[src/common/bus_pkg.sv]
package bus_pkg;

    // phases of a single-beat master access.
    typedef enum logic [2:0] {
        PH_IDLE   = 3'd0,
        PH_REQ    = 3'd1,
        PH_ADDR   = 3'd2,
        PH_WAIT   = 3'd3,
        PH_DATA   = 3'd4,
        PH_FINISH = 3'd5
    } bus_phase_e;

    // access type carried on the shared bus.
    typedef enum logic {
        CMD_READ  = 1'b0,
        CMD_WRITE = 1'b1
    } bus_cmd_e;

endpackage

[src/common/cfg_pkg.sv]
package cfg_pkg;

    // word address into the target memory.
    localparam int DEF_ADDR_W = 6;

    localparam int DEF_DATA_W = 16;

    // wait states the target inserts after each address phase.
    localparam int DEF_WAIT_CYCLES = 2;

endpackage

[src/bus_interface/cpu_bus_interface.sv]
`timescale 1ns/1ps

module cpu_bus_interface #(
    parameter int ADDR_W = 8,
    parameter int DATA_W = 32
) (
    input  logic              clk,
    input  logic              rst_n,
    input  logic              op_valid,
    input  bus_pkg::bus_cmd_e op_cmd,
    input  logic [ADDR_W-1:0] op_addr,
    input  logic [DATA_W-1:0] op_wdata,
    output logic              op_ready,
    output logic [DATA_W-1:0] op_rdata,
    output logic              stall,
    output logic              bus_req,
    input  logic              bus_ack,
    input  logic              bus_wait,
    output logic              bus_addr_valid,
    output bus_pkg::bus_cmd_e bus_cmd,
    output logic [ADDR_W-1:0] bus_addr,
    output logic [DATA_W-1:0] bus_wdata,
    input  logic [DATA_W-1:0] bus_rdata
);

    bus_pkg::bus_phase_e phase;
    bus_pkg::bus_phase_e phase_next;

    bus_pkg::bus_cmd_e   cmd_q;
    logic [ADDR_W-1:0]   addr_q;
    logic [DATA_W-1:0]   wdata_q;
    logic [DATA_W-1:0]   rdata_q;
    logic                busy_stall;

    always_ff @(posedge clk) begin
        if (!rst_n) begin
            phase <= bus_pkg::PH_IDLE;
        end else begin
            phase <= phase_next;
        end
    end

    always_comb begin
        phase_next = phase;
        case (phase)
            bus_pkg::PH_IDLE: begin
                if (op_valid) begin
                    phase_next = bus_pkg::PH_REQ;
                end
            end
            bus_pkg::PH_REQ: begin
                if (bus_ack) begin
                    phase_next = bus_pkg::PH_ADDR;
                end
            end
            bus_pkg::PH_ADDR: begin
                phase_next = bus_pkg::PH_WAIT;
            end
            bus_pkg::PH_WAIT: begin
                if (!bus_wait) begin
                    phase_next = bus_pkg::PH_DATA;
                end
            end
            // single beat only.
            bus_pkg::PH_DATA: begin
                phase_next = bus_pkg::PH_FINISH;
            end
            bus_pkg::PH_FINISH: begin
                phase_next = bus_pkg::PH_IDLE;
            end
            default: begin
                phase_next = bus_pkg::PH_IDLE;
            end
        endcase
    end

    // per-phase output decode.
    always_comb begin
        bus_req        = 1'b0;
        bus_addr_valid = 1'b0;
        busy_stall     = 1'b0;
        op_ready       = 1'b0;
        case (phase)
            bus_pkg::PH_REQ, bus_pkg::PH_WAIT, bus_pkg::PH_DATA: begin
                bus_req    = 1'b1;
                busy_stall = 1'b1;
            end
            bus_pkg::PH_ADDR: begin
                bus_req        = 1'b1;
                bus_addr_valid = 1'b1;
                busy_stall     = 1'b1;
            end
            bus_pkg::PH_FINISH: begin
                op_ready = 1'b1;
            end
            default: begin
                bus_req = 1'b0;
            end
        endcase
    end

    // cpu must freeze in the same cycle it raises valid.
    assign stall = (phase == bus_pkg::PH_IDLE) ? op_valid : busy_stall;

    always_ff @(posedge clk) begin
        if (phase == bus_pkg::PH_IDLE && op_valid) begin
            cmd_q   <= op_cmd;
            addr_q  <= op_addr;
            wdata_q <= op_wdata;
        end
        if (phase == bus_pkg::PH_DATA) begin
            rdata_q <= bus_rdata;
        end
    end

    assign bus_cmd   = cmd_q;
    assign bus_addr  = addr_q;
    assign bus_wdata = wdata_q;
    assign op_rdata  = rdata_q;

endmodule

[src/hdl/bus_arbiter.sv]
`timescale 1ns/1ps

module bus_arbiter (
    input  logic clk,
    input  logic rst_n,
    input  logic req0,
    input  logic req1,
    output logic grant0,
    output logic grant1
);

    // 1 when port 1 held the last grant.
    logic last_owner;
    // a grant was active in the previous cycle.
    logic held;
    logic owner_req;
    logic other_req;

    assign owner_req = last_owner ? req1 : req0;
    assign other_req = last_owner ? req0 : req1;

    always_comb begin
        grant0 = 1'b0;
        grant1 = 1'b0;
        if (held && owner_req) begin
            grant0 = !last_owner;
            grant1 = last_owner;
        end else if (other_req) begin
            // round robin, the other side goes first.
            grant0 = last_owner;
            grant1 = !last_owner;
        end else if (owner_req) begin
            grant0 = !last_owner;
            grant1 = last_owner;
        end
    end

    always_ff @(posedge clk) begin
        if (!rst_n) begin
            last_owner <= 1'b1;
            held       <= 1'b0;
        end else begin
            held <= grant0 | grant1;
            if (grant0 | grant1) begin
                last_owner <= grant1;
            end
        end
    end

endmodule

[src/hdl/bus_mem_target.sv]
`timescale 1ns/1ps

module bus_mem_target #(
    parameter int ADDR_W      = 8,
    parameter int DATA_W      = 32,
    parameter int WAIT_CYCLES = 1
) (
    input  logic              clk,
    input  logic              rst_n,
    input  logic              bus_addr_valid,
    input  bus_pkg::bus_cmd_e bus_cmd,
    input  logic [ADDR_W-1:0] bus_addr,
    input  logic [DATA_W-1:0] bus_wdata,
    output logic              bus_wait,
    output logic [DATA_W-1:0] bus_rdata
);

    localparam int DEPTH = 1 << ADDR_W;
    localparam int CNT_W = (WAIT_CYCLES > 0) ? $clog2(WAIT_CYCLES + 1) : 1;

    typedef enum logic [1:0] {
        TGT_IDLE = 2'd0,
        TGT_WAIT = 2'd1,
        TGT_DATA = 2'd2
    } tgt_state_e;

    tgt_state_e        state;
    logic [CNT_W-1:0]  wait_cnt;
    logic [ADDR_W-1:0] addr_q;
    bus_pkg::bus_cmd_e cmd_q;
    logic [DATA_W-1:0] rdata_q;
    logic [DATA_W-1:0] mem [DEPTH];

    always_ff @(posedge clk) begin
        if (!rst_n) begin
            state    <= TGT_IDLE;
            wait_cnt <= '0;
        end else begin
            case (state)
                TGT_IDLE: begin
                    if (bus_addr_valid) begin
                        wait_cnt <= CNT_W'(WAIT_CYCLES);
                        state    <= TGT_WAIT;
                    end
                end
                TGT_WAIT: begin
                    if (wait_cnt != '0) begin
                        wait_cnt <= wait_cnt - 1'b1;
                    end else begin
                        state <= TGT_DATA;
                    end
                end
                TGT_DATA: begin
                    state <= TGT_IDLE;
                end
                default: begin
                    state <= TGT_IDLE;
                end
            endcase
        end
    end

    assign bus_wait = (wait_cnt != '0);

    always_ff @(posedge clk) begin
        if (state == TGT_IDLE && bus_addr_valid) begin
            addr_q <= bus_addr;
            cmd_q  <= bus_cmd;
        end
        // last wait cycle, so data is ready for the master's data phase.
        if (state == TGT_WAIT && wait_cnt == '0) begin
            rdata_q <= mem[addr_q];
        end
        if (state == TGT_DATA && cmd_q == bus_pkg::CMD_WRITE) begin
            mem[addr_q] <= bus_wdata;
        end
    end

    assign bus_rdata = rdata_q;

endmodule

[src/hdl/cpu_bus_subsystem.sv]
`timescale 1ns/1ps

module cpu_bus_subsystem #(
    parameter int ADDR_W      = cfg_pkg::DEF_ADDR_W,
    parameter int DATA_W      = cfg_pkg::DEF_DATA_W,
    parameter int WAIT_CYCLES = cfg_pkg::DEF_WAIT_CYCLES
) (
    input  logic              clk,
    input  logic              rst_n,

    input  logic              cpu0_op_valid,
    input  bus_pkg::bus_cmd_e cpu0_op_cmd,
    input  logic [ADDR_W-1:0] cpu0_op_addr,
    input  logic [DATA_W-1:0] cpu0_op_wdata,
    output logic              cpu0_op_ready,
    output logic [DATA_W-1:0] cpu0_op_rdata,
    output logic              cpu0_stall,

    input  logic              cpu1_op_valid,
    input  bus_pkg::bus_cmd_e cpu1_op_cmd,
    input  logic [ADDR_W-1:0] cpu1_op_addr,
    input  logic [DATA_W-1:0] cpu1_op_wdata,
    output logic              cpu1_op_ready,
    output logic [DATA_W-1:0] cpu1_op_rdata,
    output logic              cpu1_stall
);

    logic              req0, req1;
    logic              grant0, grant1;
    logic              p0_addr_valid, p1_addr_valid;
    bus_pkg::bus_cmd_e p0_cmd, p1_cmd;
    logic [ADDR_W-1:0] p0_addr, p1_addr;
    logic [DATA_W-1:0] p0_wdata, p1_wdata;

    logic              bus_addr_valid;
    bus_pkg::bus_cmd_e bus_cmd;
    logic [ADDR_W-1:0] bus_addr;
    logic [DATA_W-1:0] bus_wdata;
    logic              bus_wait;
    logic [DATA_W-1:0] bus_rdata;

    cpu_bus_interface #(.ADDR_W(ADDR_W), .DATA_W(DATA_W)) port0_if (
        .clk(clk), .rst_n(rst_n),
        .op_valid(cpu0_op_valid), .op_cmd(cpu0_op_cmd),
        .op_addr(cpu0_op_addr), .op_wdata(cpu0_op_wdata),
        .op_ready(cpu0_op_ready), .op_rdata(cpu0_op_rdata), .stall(cpu0_stall),
        .bus_req(req0), .bus_ack(grant0), .bus_wait(bus_wait),
        .bus_addr_valid(p0_addr_valid), .bus_cmd(p0_cmd),
        .bus_addr(p0_addr), .bus_wdata(p0_wdata), .bus_rdata(bus_rdata)
    );

    cpu_bus_interface #(.ADDR_W(ADDR_W), .DATA_W(DATA_W)) port1_if (
        .clk(clk), .rst_n(rst_n),
        .op_valid(cpu1_op_valid), .op_cmd(cpu1_op_cmd),
        .op_addr(cpu1_op_addr), .op_wdata(cpu1_op_wdata),
        .op_ready(cpu1_op_ready), .op_rdata(cpu1_op_rdata), .stall(cpu1_stall),
        .bus_req(req1), .bus_ack(grant1), .bus_wait(bus_wait),
        .bus_addr_valid(p1_addr_valid), .bus_cmd(p1_cmd),
        .bus_addr(p1_addr), .bus_wdata(p1_wdata), .bus_rdata(bus_rdata)
    );

    bus_arbiter arbiter (
        .clk(clk), .rst_n(rst_n),
        .req0(req0), .req1(req1),
        .grant0(grant0), .grant1(grant1)
    );

    // shared bus follows the grant.
    assign bus_addr_valid = (grant0 & p0_addr_valid) | (grant1 & p1_addr_valid);
    assign bus_cmd        = grant1 ? p1_cmd : p0_cmd;
    assign bus_addr       = grant1 ? p1_addr : p0_addr;
    assign bus_wdata      = grant1 ? p1_wdata : p0_wdata;

    bus_mem_target #(
        .ADDR_W(ADDR_W), .DATA_W(DATA_W), .WAIT_CYCLES(WAIT_CYCLES)
    ) mem_target (
        .clk(clk), .rst_n(rst_n),
        .bus_addr_valid(bus_addr_valid), .bus_cmd(bus_cmd),
        .bus_addr(bus_addr), .bus_wdata(bus_wdata),
        .bus_wait(bus_wait), .bus_rdata(bus_rdata)
    );

endmodule

[config.mk]
export PLATFORM = sky130hd
export DESIGN_NAME = cpu_bus_subsystem
export DESIGN_NICKNAME = d
export VERILOG_FILES = /design/src/common/bus_pkg.sv /design/src/common/cfg_pkg.sv /design/src/bus_interface/cpu_bus_interface.sv /design/src/hdl/bus_arbiter.sv /design/src/hdl/bus_mem_target.sv /design/src/hdl/cpu_bus_subsystem.sv
export SDC_FILE = /design/constraint.sdc
export NUM_CORES = 1
export LEC_CHECK = 0
export BUFFER_PORTS_ARGS = -buffer_cell sky130_fd_sc_hd__buf_2
export CAP_MARGIN = 10
export CORE_MARGIN = 4
export CORE_UTILIZATION = 45
export CTS_BUF_LIST = sky130_fd_sc_hd__clkbuf_8
export CTS_CLUSTER_DIAMETER = 60
export DETAILED_ROUTE_END_ITERATION = 8
export PLACE_DENSITY_LB_ADDON = 0.08
export SLEW_MARGIN = 30
export SYNTH_ARGS = -nofsm -noshare
export SYNTH_HDL_FRONTEND = slang
export SYNTH_SLANG_ARGS = --single-unit
[constraint.sdc]
create_clock -name clk -period 4 [get_ports clk]
set_input_delay 0.6 -clock clk [delete_from_list [all_inputs] [get_ports clk]]
set_output_delay 0.6 -clock clk [all_outputs]
set_load 0.1 [all_outputs]
== Word-level counts from Yosys, hierarchy flattened ==
Memory sizes are Yosys's and may differ from the RTL's. A register that Yosys moved wholly into a read port is not among the register bits.
Cells that the tools add are included.

* Reductions and logical operators: 19
* Bitwise operators: 4
* Mux-type cells: 34
* Add/subtract/negate cells: 1
* Equal/unequal tests: 21

{| class="wikitable"
|+ Operator list
! kind !! number
|-
| 3-bit case mux with 5 select lines || 2
|-
| 1-bit two-way mux || 19
|-
| 16-bit two-way mux || 1
|-
| 3-bit two-way mux || 5
|-
| 3-bit by 2-bit == test with 1-bit output (second input constant) || 4
|-
| 3-bit == test (second input constant) || 4
|-
| 2-bit != test (second input constant) || 6
|-
| 3-bit AND reduction || 3
|-
| 2-bit two-way mux || 4
|-
| 2-bit case mux with 2 select lines || 2
|-
| 4-bit OR reduction || 2
|-
| 3-bit by 1-bit == test with 1-bit output (second input constant) || 2
|-
| 1-bit logical AND || 6
|-
| 3-bit logical NOT || 2
|-
| 6-bit two-way mux || 1
|-
| 2-bit by 1-bit != test with 1-bit output (second input constant) || 3
|-
| 2-bit logical NOT || 2
|-
| 2-bit nonzero test || 2
|-
| 1-bit bitwise AND || 2
|-
| 2-bit by 1-bit == test with 1-bit output (second input constant) || 1
|-
| 2-bit == test (second input constant) || 1
|-
| 1-bit bitwise OR || 2
|-
| 2-bit AND reduction || 1
|-
| 2-bit by 1-bit subtractor with 2-bit output (second input constant) || 1
|-
| 1-bit logical NOT || 1
|}

* Memory bits (writable): 1024
* Output and inout port bits: 36
* Memories kept: 1
* Logic and storage cells: 96
* Register bits: 97
* Bits of input ports: 50

{| class="wikitable"
|+ Memories
! memory !! depth !! bits a word !! read ports !! clocked after memory_dff !! write ports !! RTL line !! text
|-
| mem_target.mem || 64 || 16 || 1 || 1 || 1 || bus_mem_target.sv:32 || <nowiki>logic [DATA_W-1:0] mem [DEPTH];</nowiki>
|}

== Depth between registers and ports, before layout ==
Gate-level depths: netlist of the first run.

* Depth after elaboration: 11
* Mapped depth: 11
* Gate-level depth less buffers: 6

== Hierarchy ==
From an unflattened synthesis of the first run, not the netlist that was laid out.

* Cells, all modules: 2428
* Area total of the unflattened synthesis: 43437.9 um^2

{| class="wikitable"
|+ By module, submodules not included
! module !! times used !! cells an instance !! area an instance (um^2)
|-
| bus_mem_target || 1 || 2267 || 40237.3
|-
| cpu_bus_interface || 2 || 61 || 1355.0
|-
| cpu_bus_subsystem || 1 || 27 || 390.4
|-
| bus_arbiter || 1 || 12 || 100.1
|}

== Worst setup path before layout of the first run ==
OpenSTA, ideal clock, no wires.

* Path kind: input-to-reg
* Start: input cpu1_op_valid
* End: register port1_if.addr_q[0], in the netlist port1_if.bus_addr[0], enable pin
* Buffers on the path: 0
* Arrival: 3.017 ns
* Path slack: 0.514 ns
* Data required time: 3.530 ns
* Library setup time: 0.470 ns
* Stages: 1
* Cells stage by stage: nor4b_1

* Longest elaborated chain between the ends: 1

{| class="wikitable"
|+ RTL lines
! what !! RTL line !! text
|-
| start: declaration || cpu_bus_subsystem.sv:19 || <nowiki>input logic cpu1_op_valid,</nowiki>
|-
| 1-bit logical AND || cpu_bus_interface.sv:106 || <nowiki>if (phase == bus_pkg::PH_IDLE && op_valid) begin</nowiki>
|-
| end signal: assignment || cpu_bus_interface.sv:108 || <nowiki>addr_q <= op_addr;</nowiki>
|-
| end: declaration || cpu_bus_interface.sv:30 || <nowiki>logic [ADDR_W-1:0] addr_q;</nowiki>
|}

Every way passes these cells.
A chain may end at the register's enable or synchronous reset.

==> results of run 1 <==
## metal layers
metal | track usage (%) | share of wire (%) | up-vias
met3 | 5.50 | 9.5 | 258
met5 | 0 | 0.0096 | -
met1 | 37.6 | 41 | 13105
li1 | - | - | 10368
met2 | 40.9 | 46 | 1458
met4 | 9.57 | 3.4 | 2
## layout make-up
class	instances	area share (%)
clock inverters	149	1.59
diodes	7	0.0346
clock buffers	190	5.17
multi-input cells	1043	17.5
repair buffers	313	5.27
flip-flops and latches	1137	67.3
well taps	1265	3.13
inverters	8	0.0594
## flip-flops by register name, indices dropped and copies added (netlist names)
name and count:
port0_if.op_rdata 16, mem_target.addr_q 6, port0_if.phase 3, arbiter.held 1, port1_if.bus_cmd 1, port1_if.phase 3
port0_if.bus_cmd 1, mem_target.bus_rdata 16, port1_if.bus_wdata 16, mem_target.wait_cnt 2, port0_if.bus_wdata 16, mem_target.cmd_q 1
arbiter.last_owner 1, port1_if.op_rdata 16, port1_if.bus_addr 6, port0_if.bus_addr 6, mem_target.mem 1024, mem_target.state 2
## cells by family (layout without fill, tap and decap cells)
group / after synthesis / count (layout) / synth area share, %
simple gates: 281 / 281 / 3.04
mux: 304 / 304 / 9.37
buf+inv: 158 / 660 / 2.01
flops: 1137 / 1137 / 77.9
compound gates: 455 / 455 / 7.57
xor+xnor: 2 / 2 / 0.0401
fa+ha+maj: 1 / 1 / 0.0287
other cells: 0 / 7 / 0
## timing repair
item / in CTS / in global routing
hold buffers: 46 / 0
buffers inserted: 0 / 0
hold endpoints to repair: 46 / 0
gates resized for setup: 0 / 0
## metrics by stage
step	setup WS (ns)	total power, W
final	0.495	0.0323
after global routing	0.413	0.0333
after CTS	0.522	0.0324
after detailed placement	0.528	0.0230
after global placement	0.516	0.0229
after floorplan	0.514	0.0192
## power groups by stage
| stage | registers, W | clock network (W) | logic, W |
|---|---|---|---|
| final | 0.0151 | 0.00941 | 0.00780 |
| after global routing | 0.0151 | 0.0102 | 0.00809 |
| after CTS | 0.0151 | 0.00958 | 0.00777 |
| after global placement | 0.0153 | 0 | 0.00761 |
| after floorplan | 0.0153 | 0 | 0.00393 |
| after detailed placement | 0.0153 | 0 | 0.00772 |
## critical path: stages, from the launching register on
cell	delay, ns
edfxtp_1	0.85
or3_1	0.70
nor2_1	0.38
a22oi_1	0.52
o21ai_1	0.13
a211oi_1	0.21
o2111ai_1	0.33
## final timing paths
check | cells past startpoint | slack (ns) | from | end
setup / recovery | 6 | 0.49 | mem_target.addr_q[4]$_DFFE_PP_ | mem_target.bus_rdata[12]$_DFFE_PP_
hold / removal | 2 | 0.07 | rst_n | arbiter.last_owner$_SDFFE_PN1P_
setup reg to reg | 6 | 0.49 | mem_target.addr_q[4]$_DFFE_PP_ | mem_target.bus_rdata[12]$_DFFE_PP_
hold reg to reg | 0 | 0.48 | mem_target.bus_rdata[12]$_DFFE_PP_ | port0_if.op_rdata[12]$_DFFE_PN_
## synth_stat cells (10+ instances only)
cell type	number	share of area [%]
buf_2	60	0.69
buf_4	18	0.31
buf_6	12	0.31
a22o_1	17	0.34
nand3_1	30	0.34
mux4_2	69	3.6
a22oi_1	91	1.6
nor2_1	112	0.96
dfxtp_1	12	0.55
mux2_2	92	2.4
mux2i_1	136	3.1
buf_1	10	0.086
a31oi_1	10	0.14
o21ai_0	63	0.72
a221oi_1	89	1.8
a21oi_1	57	0.65
edfxtp_1	1125	77
and3_1	11	0.16
a221o_1	15	0.34
clkbuf_1	46	0.40
nand2_1	60	0.52
o22ai_1	46	0.66
==> impl_metrics.json, run 1 <==
{
  "die_w_um": 319,
  "relSlewSlack_pct": 28.2,
  "setup_tns_ns": 0,
  "pwr-share-seq_pct": 46.7,
  "cts_tree": "done",
  "dpl_cell_area_mm2": 0.0467,
  "worstSkewPairLatency_ns": 0.88,
  "cts-root-buf": "clkbuf_8",
  "die_y_um": 319,
  "synth_seq_cells": 1137,
  "numCtsBuffers": 186,
  "swShare_pct": 32.2,
  "viasPerCell": 6.13,
  "rows": 113,
  "multi_input_area_mm2": 0.00885,
  "final_common_cell": "edfxtp_1",
  "regArea_mm2": 0.0340,
  "grt_usage_pct": 26.5,
  "grt_overflow": 0,
  "synth_nets": 2389,
  "initial_core_util_pct": 45.7,
  "tightestPinTransition_ns": 1.07,
  "holdWs_ns": 0.0690,
  "finalWeightedCongestion": 0.898,
  "ys.flop_type": "edfxtp_1",
  "powerDensity_mw_per_mm2": 638,
  "crit_type": "register to register",
  "power.leakage_nw": 16.8,
  "hp-class": "input port to register",
  "grt_pass1_wl_um": 192000,
  "path_clk_slew_ns": 0.06,
  "skew_ns": 0.0463,
  "firstDrtPassIters": 6,
  "hpwl_um": 82100,
  "p_switching_w": 0.0104,
  "design_area_mm2": 0.0506,
  "post-route-util_pct": 52.9,
  "rsz0062_at_grt": "no",
  "coreArea_mm2": 0.0956,
  "clock-sinks": 1137,
  "area_delta_synth_final_pct": 15.9,
  "cp.required_ns": 4.50,
  "synth-seq-area-share_pct": 77.9,
  "grt_antenna_before_repair": 4,
  "nFillCells": 7745,
  "htreeDepth": 4,
  "drt-total-wl_um": 136000,
  "synthArstFlopShare_pct": 0,
  "synth_edf_count": 1125,
  "num_vias": 25191,
  "io_buffers": 85,
  "io_pins": 86,
  "ys_types": 68,
  "synthesis.area_mm2": 0.0437,
  "wl_per_cell_um": 33.1,
  "final_hold_viol_count": 0,
  "critPathArrivalTime_ns": 4.00,
  "grt_max_degree": 65,
  "final_antenna_net_count": 0,
  "max_cap_viol_count": 0,
  "drc": 0,
  "grt_pass1_vias": 24938,
  "critPathLaunchType": "register",
  "irDropWorstVdd_uv": 517,
  "die-area_mm2": 0.102,
  "p_int_w": 0.0219,
  "postSynthAreaPerCell_um2": 18.7,
  "period_share_pct": 87.6,
  "layout_common_cells": "edfxtp_1, clkbuf_8, buf_4",
  "p_clk_share_pct": 29.2,
  "drive_gt1_share_pct": 24.2,
  "place_inst": 3720,
  "max_clock_freq_mhz": 285,
  "synth_warnings": 0,
  "power_frac_comb_pct": 24.2,
  "synthCells": 2338,
  "cp-end-kind": "register",
  "cp_max_fo": 15,
  "cts-root-to-sink-buffers": 3,
  "period_minus_slack_ns": 3.51,
  "status": "complete, no violations",
  "setup_viol": 0,
  "dr.first_iter.drc_count": 2932,
  "fin_cells": 4112,
  "nets": 2740,
  "slew_violations": 0
}
Note: power is estimated with default switching activity, not from simulation.
==> run 2: changes to the inputs <==
CORE_UTILIZATION = 58   (was 45)
GPL_TIMING_DRIVEN = 0   (was unset)
SETUP_SLACK_MARGIN = 0.1   (was unset)
==> run 2 against run 1 <==
Compared with the run above: the flow now finishes with violations (setup timing); hold slack got worse by 0.032 ns; clock power down 2%; sequential share of layout area shrank 0.29 points; critical endpoint is now mem_target.bus_rdata[1]$_DFFE_PP_; count of clock-buffer cells in the layout shrank 10; first-iteration DRC count up 80%; highest routed layer unchanged; clock skew increased by 0.019 ns.
==> impl_metrics.json, run 2 (synthesized netlist as in run 1, its figures left out) <==
{
  "io_pins": 86,
  "skew_ns": 0.0654,
  "io_buffers": 85,
  "pwr-share-seq_pct": 44.9,
  "path_clk_slew_ns": 0.07,
  "wl_per_cell_um": 44.0,
  "cts-root-to-sink-buffers": 3,
  "rsz0062_at_grt": "yes",
  "num_vias": 27269,
  "hold_start": "rst_n",
  "die_y_um": 282,
  "finalWeightedCongestion": 1.06,
  "firstDrtPassIters": 8,
  "r2r-start": "mem_target.addr_q[0]$_DFFE_PP_",
  "rows": 100,
  "period_share_pct": 105,
  "hold_end": "port0_if.phase[1]$_SDFFE_PN0P_",
  "grt_overflow": 0,
  "rrSetupSlack_ns": -0.20,
  "grt_antenna_before_repair": 7,
  "grt_usage_pct": 42.2,
  "min_path_cells": 2,
  "drc": 0,
  "irDropWorstVdd_uv": 698,
  "powerDensity_mw_per_mm2": 658,
  "slew_violations": 0,
  "power_frac_comb_pct": 27.5,
  "worstSkewPairLatency_ns": 0.87,
  "cp_max_fo": 10,
  "grt_pass1_wl_um": 220000,
  "final_antenna_net_count": 0,
  "post-route-util_pct": 68.1,
  "drive_gt1_share_pct": 26.2,
  "cts_tree": "done",
  "critPathArrivalTime_ns": 4.74,
  "p_switching_w": 0.0119,
  "layout_common_cells": "edfxtp_1, clkbuf_8, mux2i_1",
  "p_clk_share_pct": 27.6,
  "final_common_cell": "edfxtp_1",
  "r2r-end": "mem_target.bus_rdata[1]$_DFFE_PP_",
  "max_cap_viol_count": 0,
  "fin_ws_ns": -0.201,
  "initial_core_util_pct": 58.5,
  "relSlewSlack_pct": 27.0,
  "place_inst": 3431,
  "area_delta_synth_final_pct": 16.4,
  "period_minus_slack_ns": 4.20,
  "hpwl_um": 104000,
  "critPathLaunchType": "register",
  "hp-class": "input port to register",
  "final_hold_viol_count": 0,
  "numCtsBuffers": 176,
  "swShare_pct": 35.5,
  "grt_max_degree": 65,
  "largest_register_ffs": 1024,
  "die_w_um": 282,
  "clock-sinks": 1137,
  "cp-end-kind": "register",
  "die-area_mm2": 0.0797,
  "r2r_cells": 9,
  "power.leakage_nw": 16.9,
  "grt_pass1_vias": 25689,
  "cp.required_ns": 4.54,
  "nets": 2747,
  "htreeDepth": 4,
  "status": "finished with violations",
  "max_clock_freq_mhz": 238,
  "fin_cells": 3802,
  "coreArea_mm2": 0.0746,
  "setup_viol": 17,
  "tightestPinTransition_ns": 1.09,
  "dr.first_iter.drc_count": 5279,
  "violations": "setup timing",
  "crit_type": "register to register",
  "drt-total-wl_um": 167000,
  "cts-root-buf": "clkbuf_8",
  "regMostFlops": "mem_target.mem",
  "viasPerCell": 7.17,
  "p_int_w": 0.0216
}
## run 2: repair_timing
action                     in CTS  in global routing
hold buffers                   46                  0
pin swaps                       6                  6
buffers inserted                7                  3
setup endpoints to repair     145                 47
hold endpoints to repair       46                  0
gates resized for setup        32                 19
## run 2: routing by layer
layer | track usage, % | wire length (um) | up-vias
li1 | - | - | 10413
met3 | 18.6 | 27300 | 543
met5 | 0 | 27 | -
met1 | 54.8 | 57000 | 13732
met4 | 24.8 | 12200 | 4
met2 | 59.7 | 70700 | 2577
## run 2: critical path: stages, from the launching register on
cell	delay [ns]
edfxtp_1	0.39
buf_6	0.16
buf_8	0.15
inv_2	0.30
clkbuf_2	0.63
buf_4	0.49
mux2i_1	0.60
o22ai_1	0.43
a211oi_1	0.45
nand4_1	0.23
## run 2: worst max-delay path by stage
stage	start	depth (start not counted)	slack (ns)	to
6_report	mem_target.addr_q[0]$_DFFE_PP_	9	-0.20	mem_target.bus_rdata[1]$_DFFE_PP_
5_1_grt	mem_target.addr_q[1]$_DFFE_PP_	8	0.09	mem_target.bus_rdata[12]$_DFFE_PP_
4_1_cts	mem_target.addr_q[2]$_DFFE_PP_	10	0.05	mem_target.bus_rdata[12]$_DFFE_PP_
3_5_place_dp	mem_target.addr_q[1]$_DFFE_PP_	9	-0.59	mem_target.bus_rdata[12]$_DFFE_PP_
3_3_place_gp	mem_target.addr_q[0]$_DFFE_PP_	8	-1.92	mem_target.mem[58][6]$_DFFE_PP_
2_1_floorplan	cpu1_op_valid	1	0.51	port1_if.bus_addr[0]$_DFFE_PP_
## run 2: power by group through the flow
stage | combinational (W) | clock (W) | sequential [W]
2_1_floorplan | 0.00393 | 0 | 0.0153
3_3_place_gp | 0.00814 | 0 | 0.0153
3_5_place_dp | 0.00857 | 0 | 0.0152
4_1_cts | 0.00867 | 0.00911 | 0.0150
5_1_grt | 0.00909 | 0.00971 | 0.0150
6_report | 0.00920 | 0.00923 | 0.0150
## run 2: final cells by class
type | count | area, um2
Clock inverter | 131 | 759
Buffer | 149 | 995
Fill cell | 4926 | 23800
Sequential cell | 1137 | 34000
Clock buffer | 180 | 2480
Antenna cell | 4 | 10.0
Inverter | 8 | 31.3
Timing Repair Buffer | 181 | 1910
Tap cell | 969 | 1210
Multi-Input combinational cell | 1043 | 9390
## run 2: per-stage QoR
step / power, W / cell area, um2 / setup TNS, ns / hold WS (ns) / setup slack (ns)
floorplan: 0.0192 / 43700 / 0 / 0.421 / 0.514
global placement: 0.0234 / 45300 / -922.30 / 0.422 / -1.92
detailed placement: 0.0238 / 46800 / -51.54 / 0.438 / -0.592
CTS: 0.0328 / 50700 / 0 / 0.00488 / 0.0529
global route: 0.0338 / 50800 / 0 / 0.0443 / 0.0871
finish: 0.0334 / 50800 / -0.708 / 0.0368 / -0.201
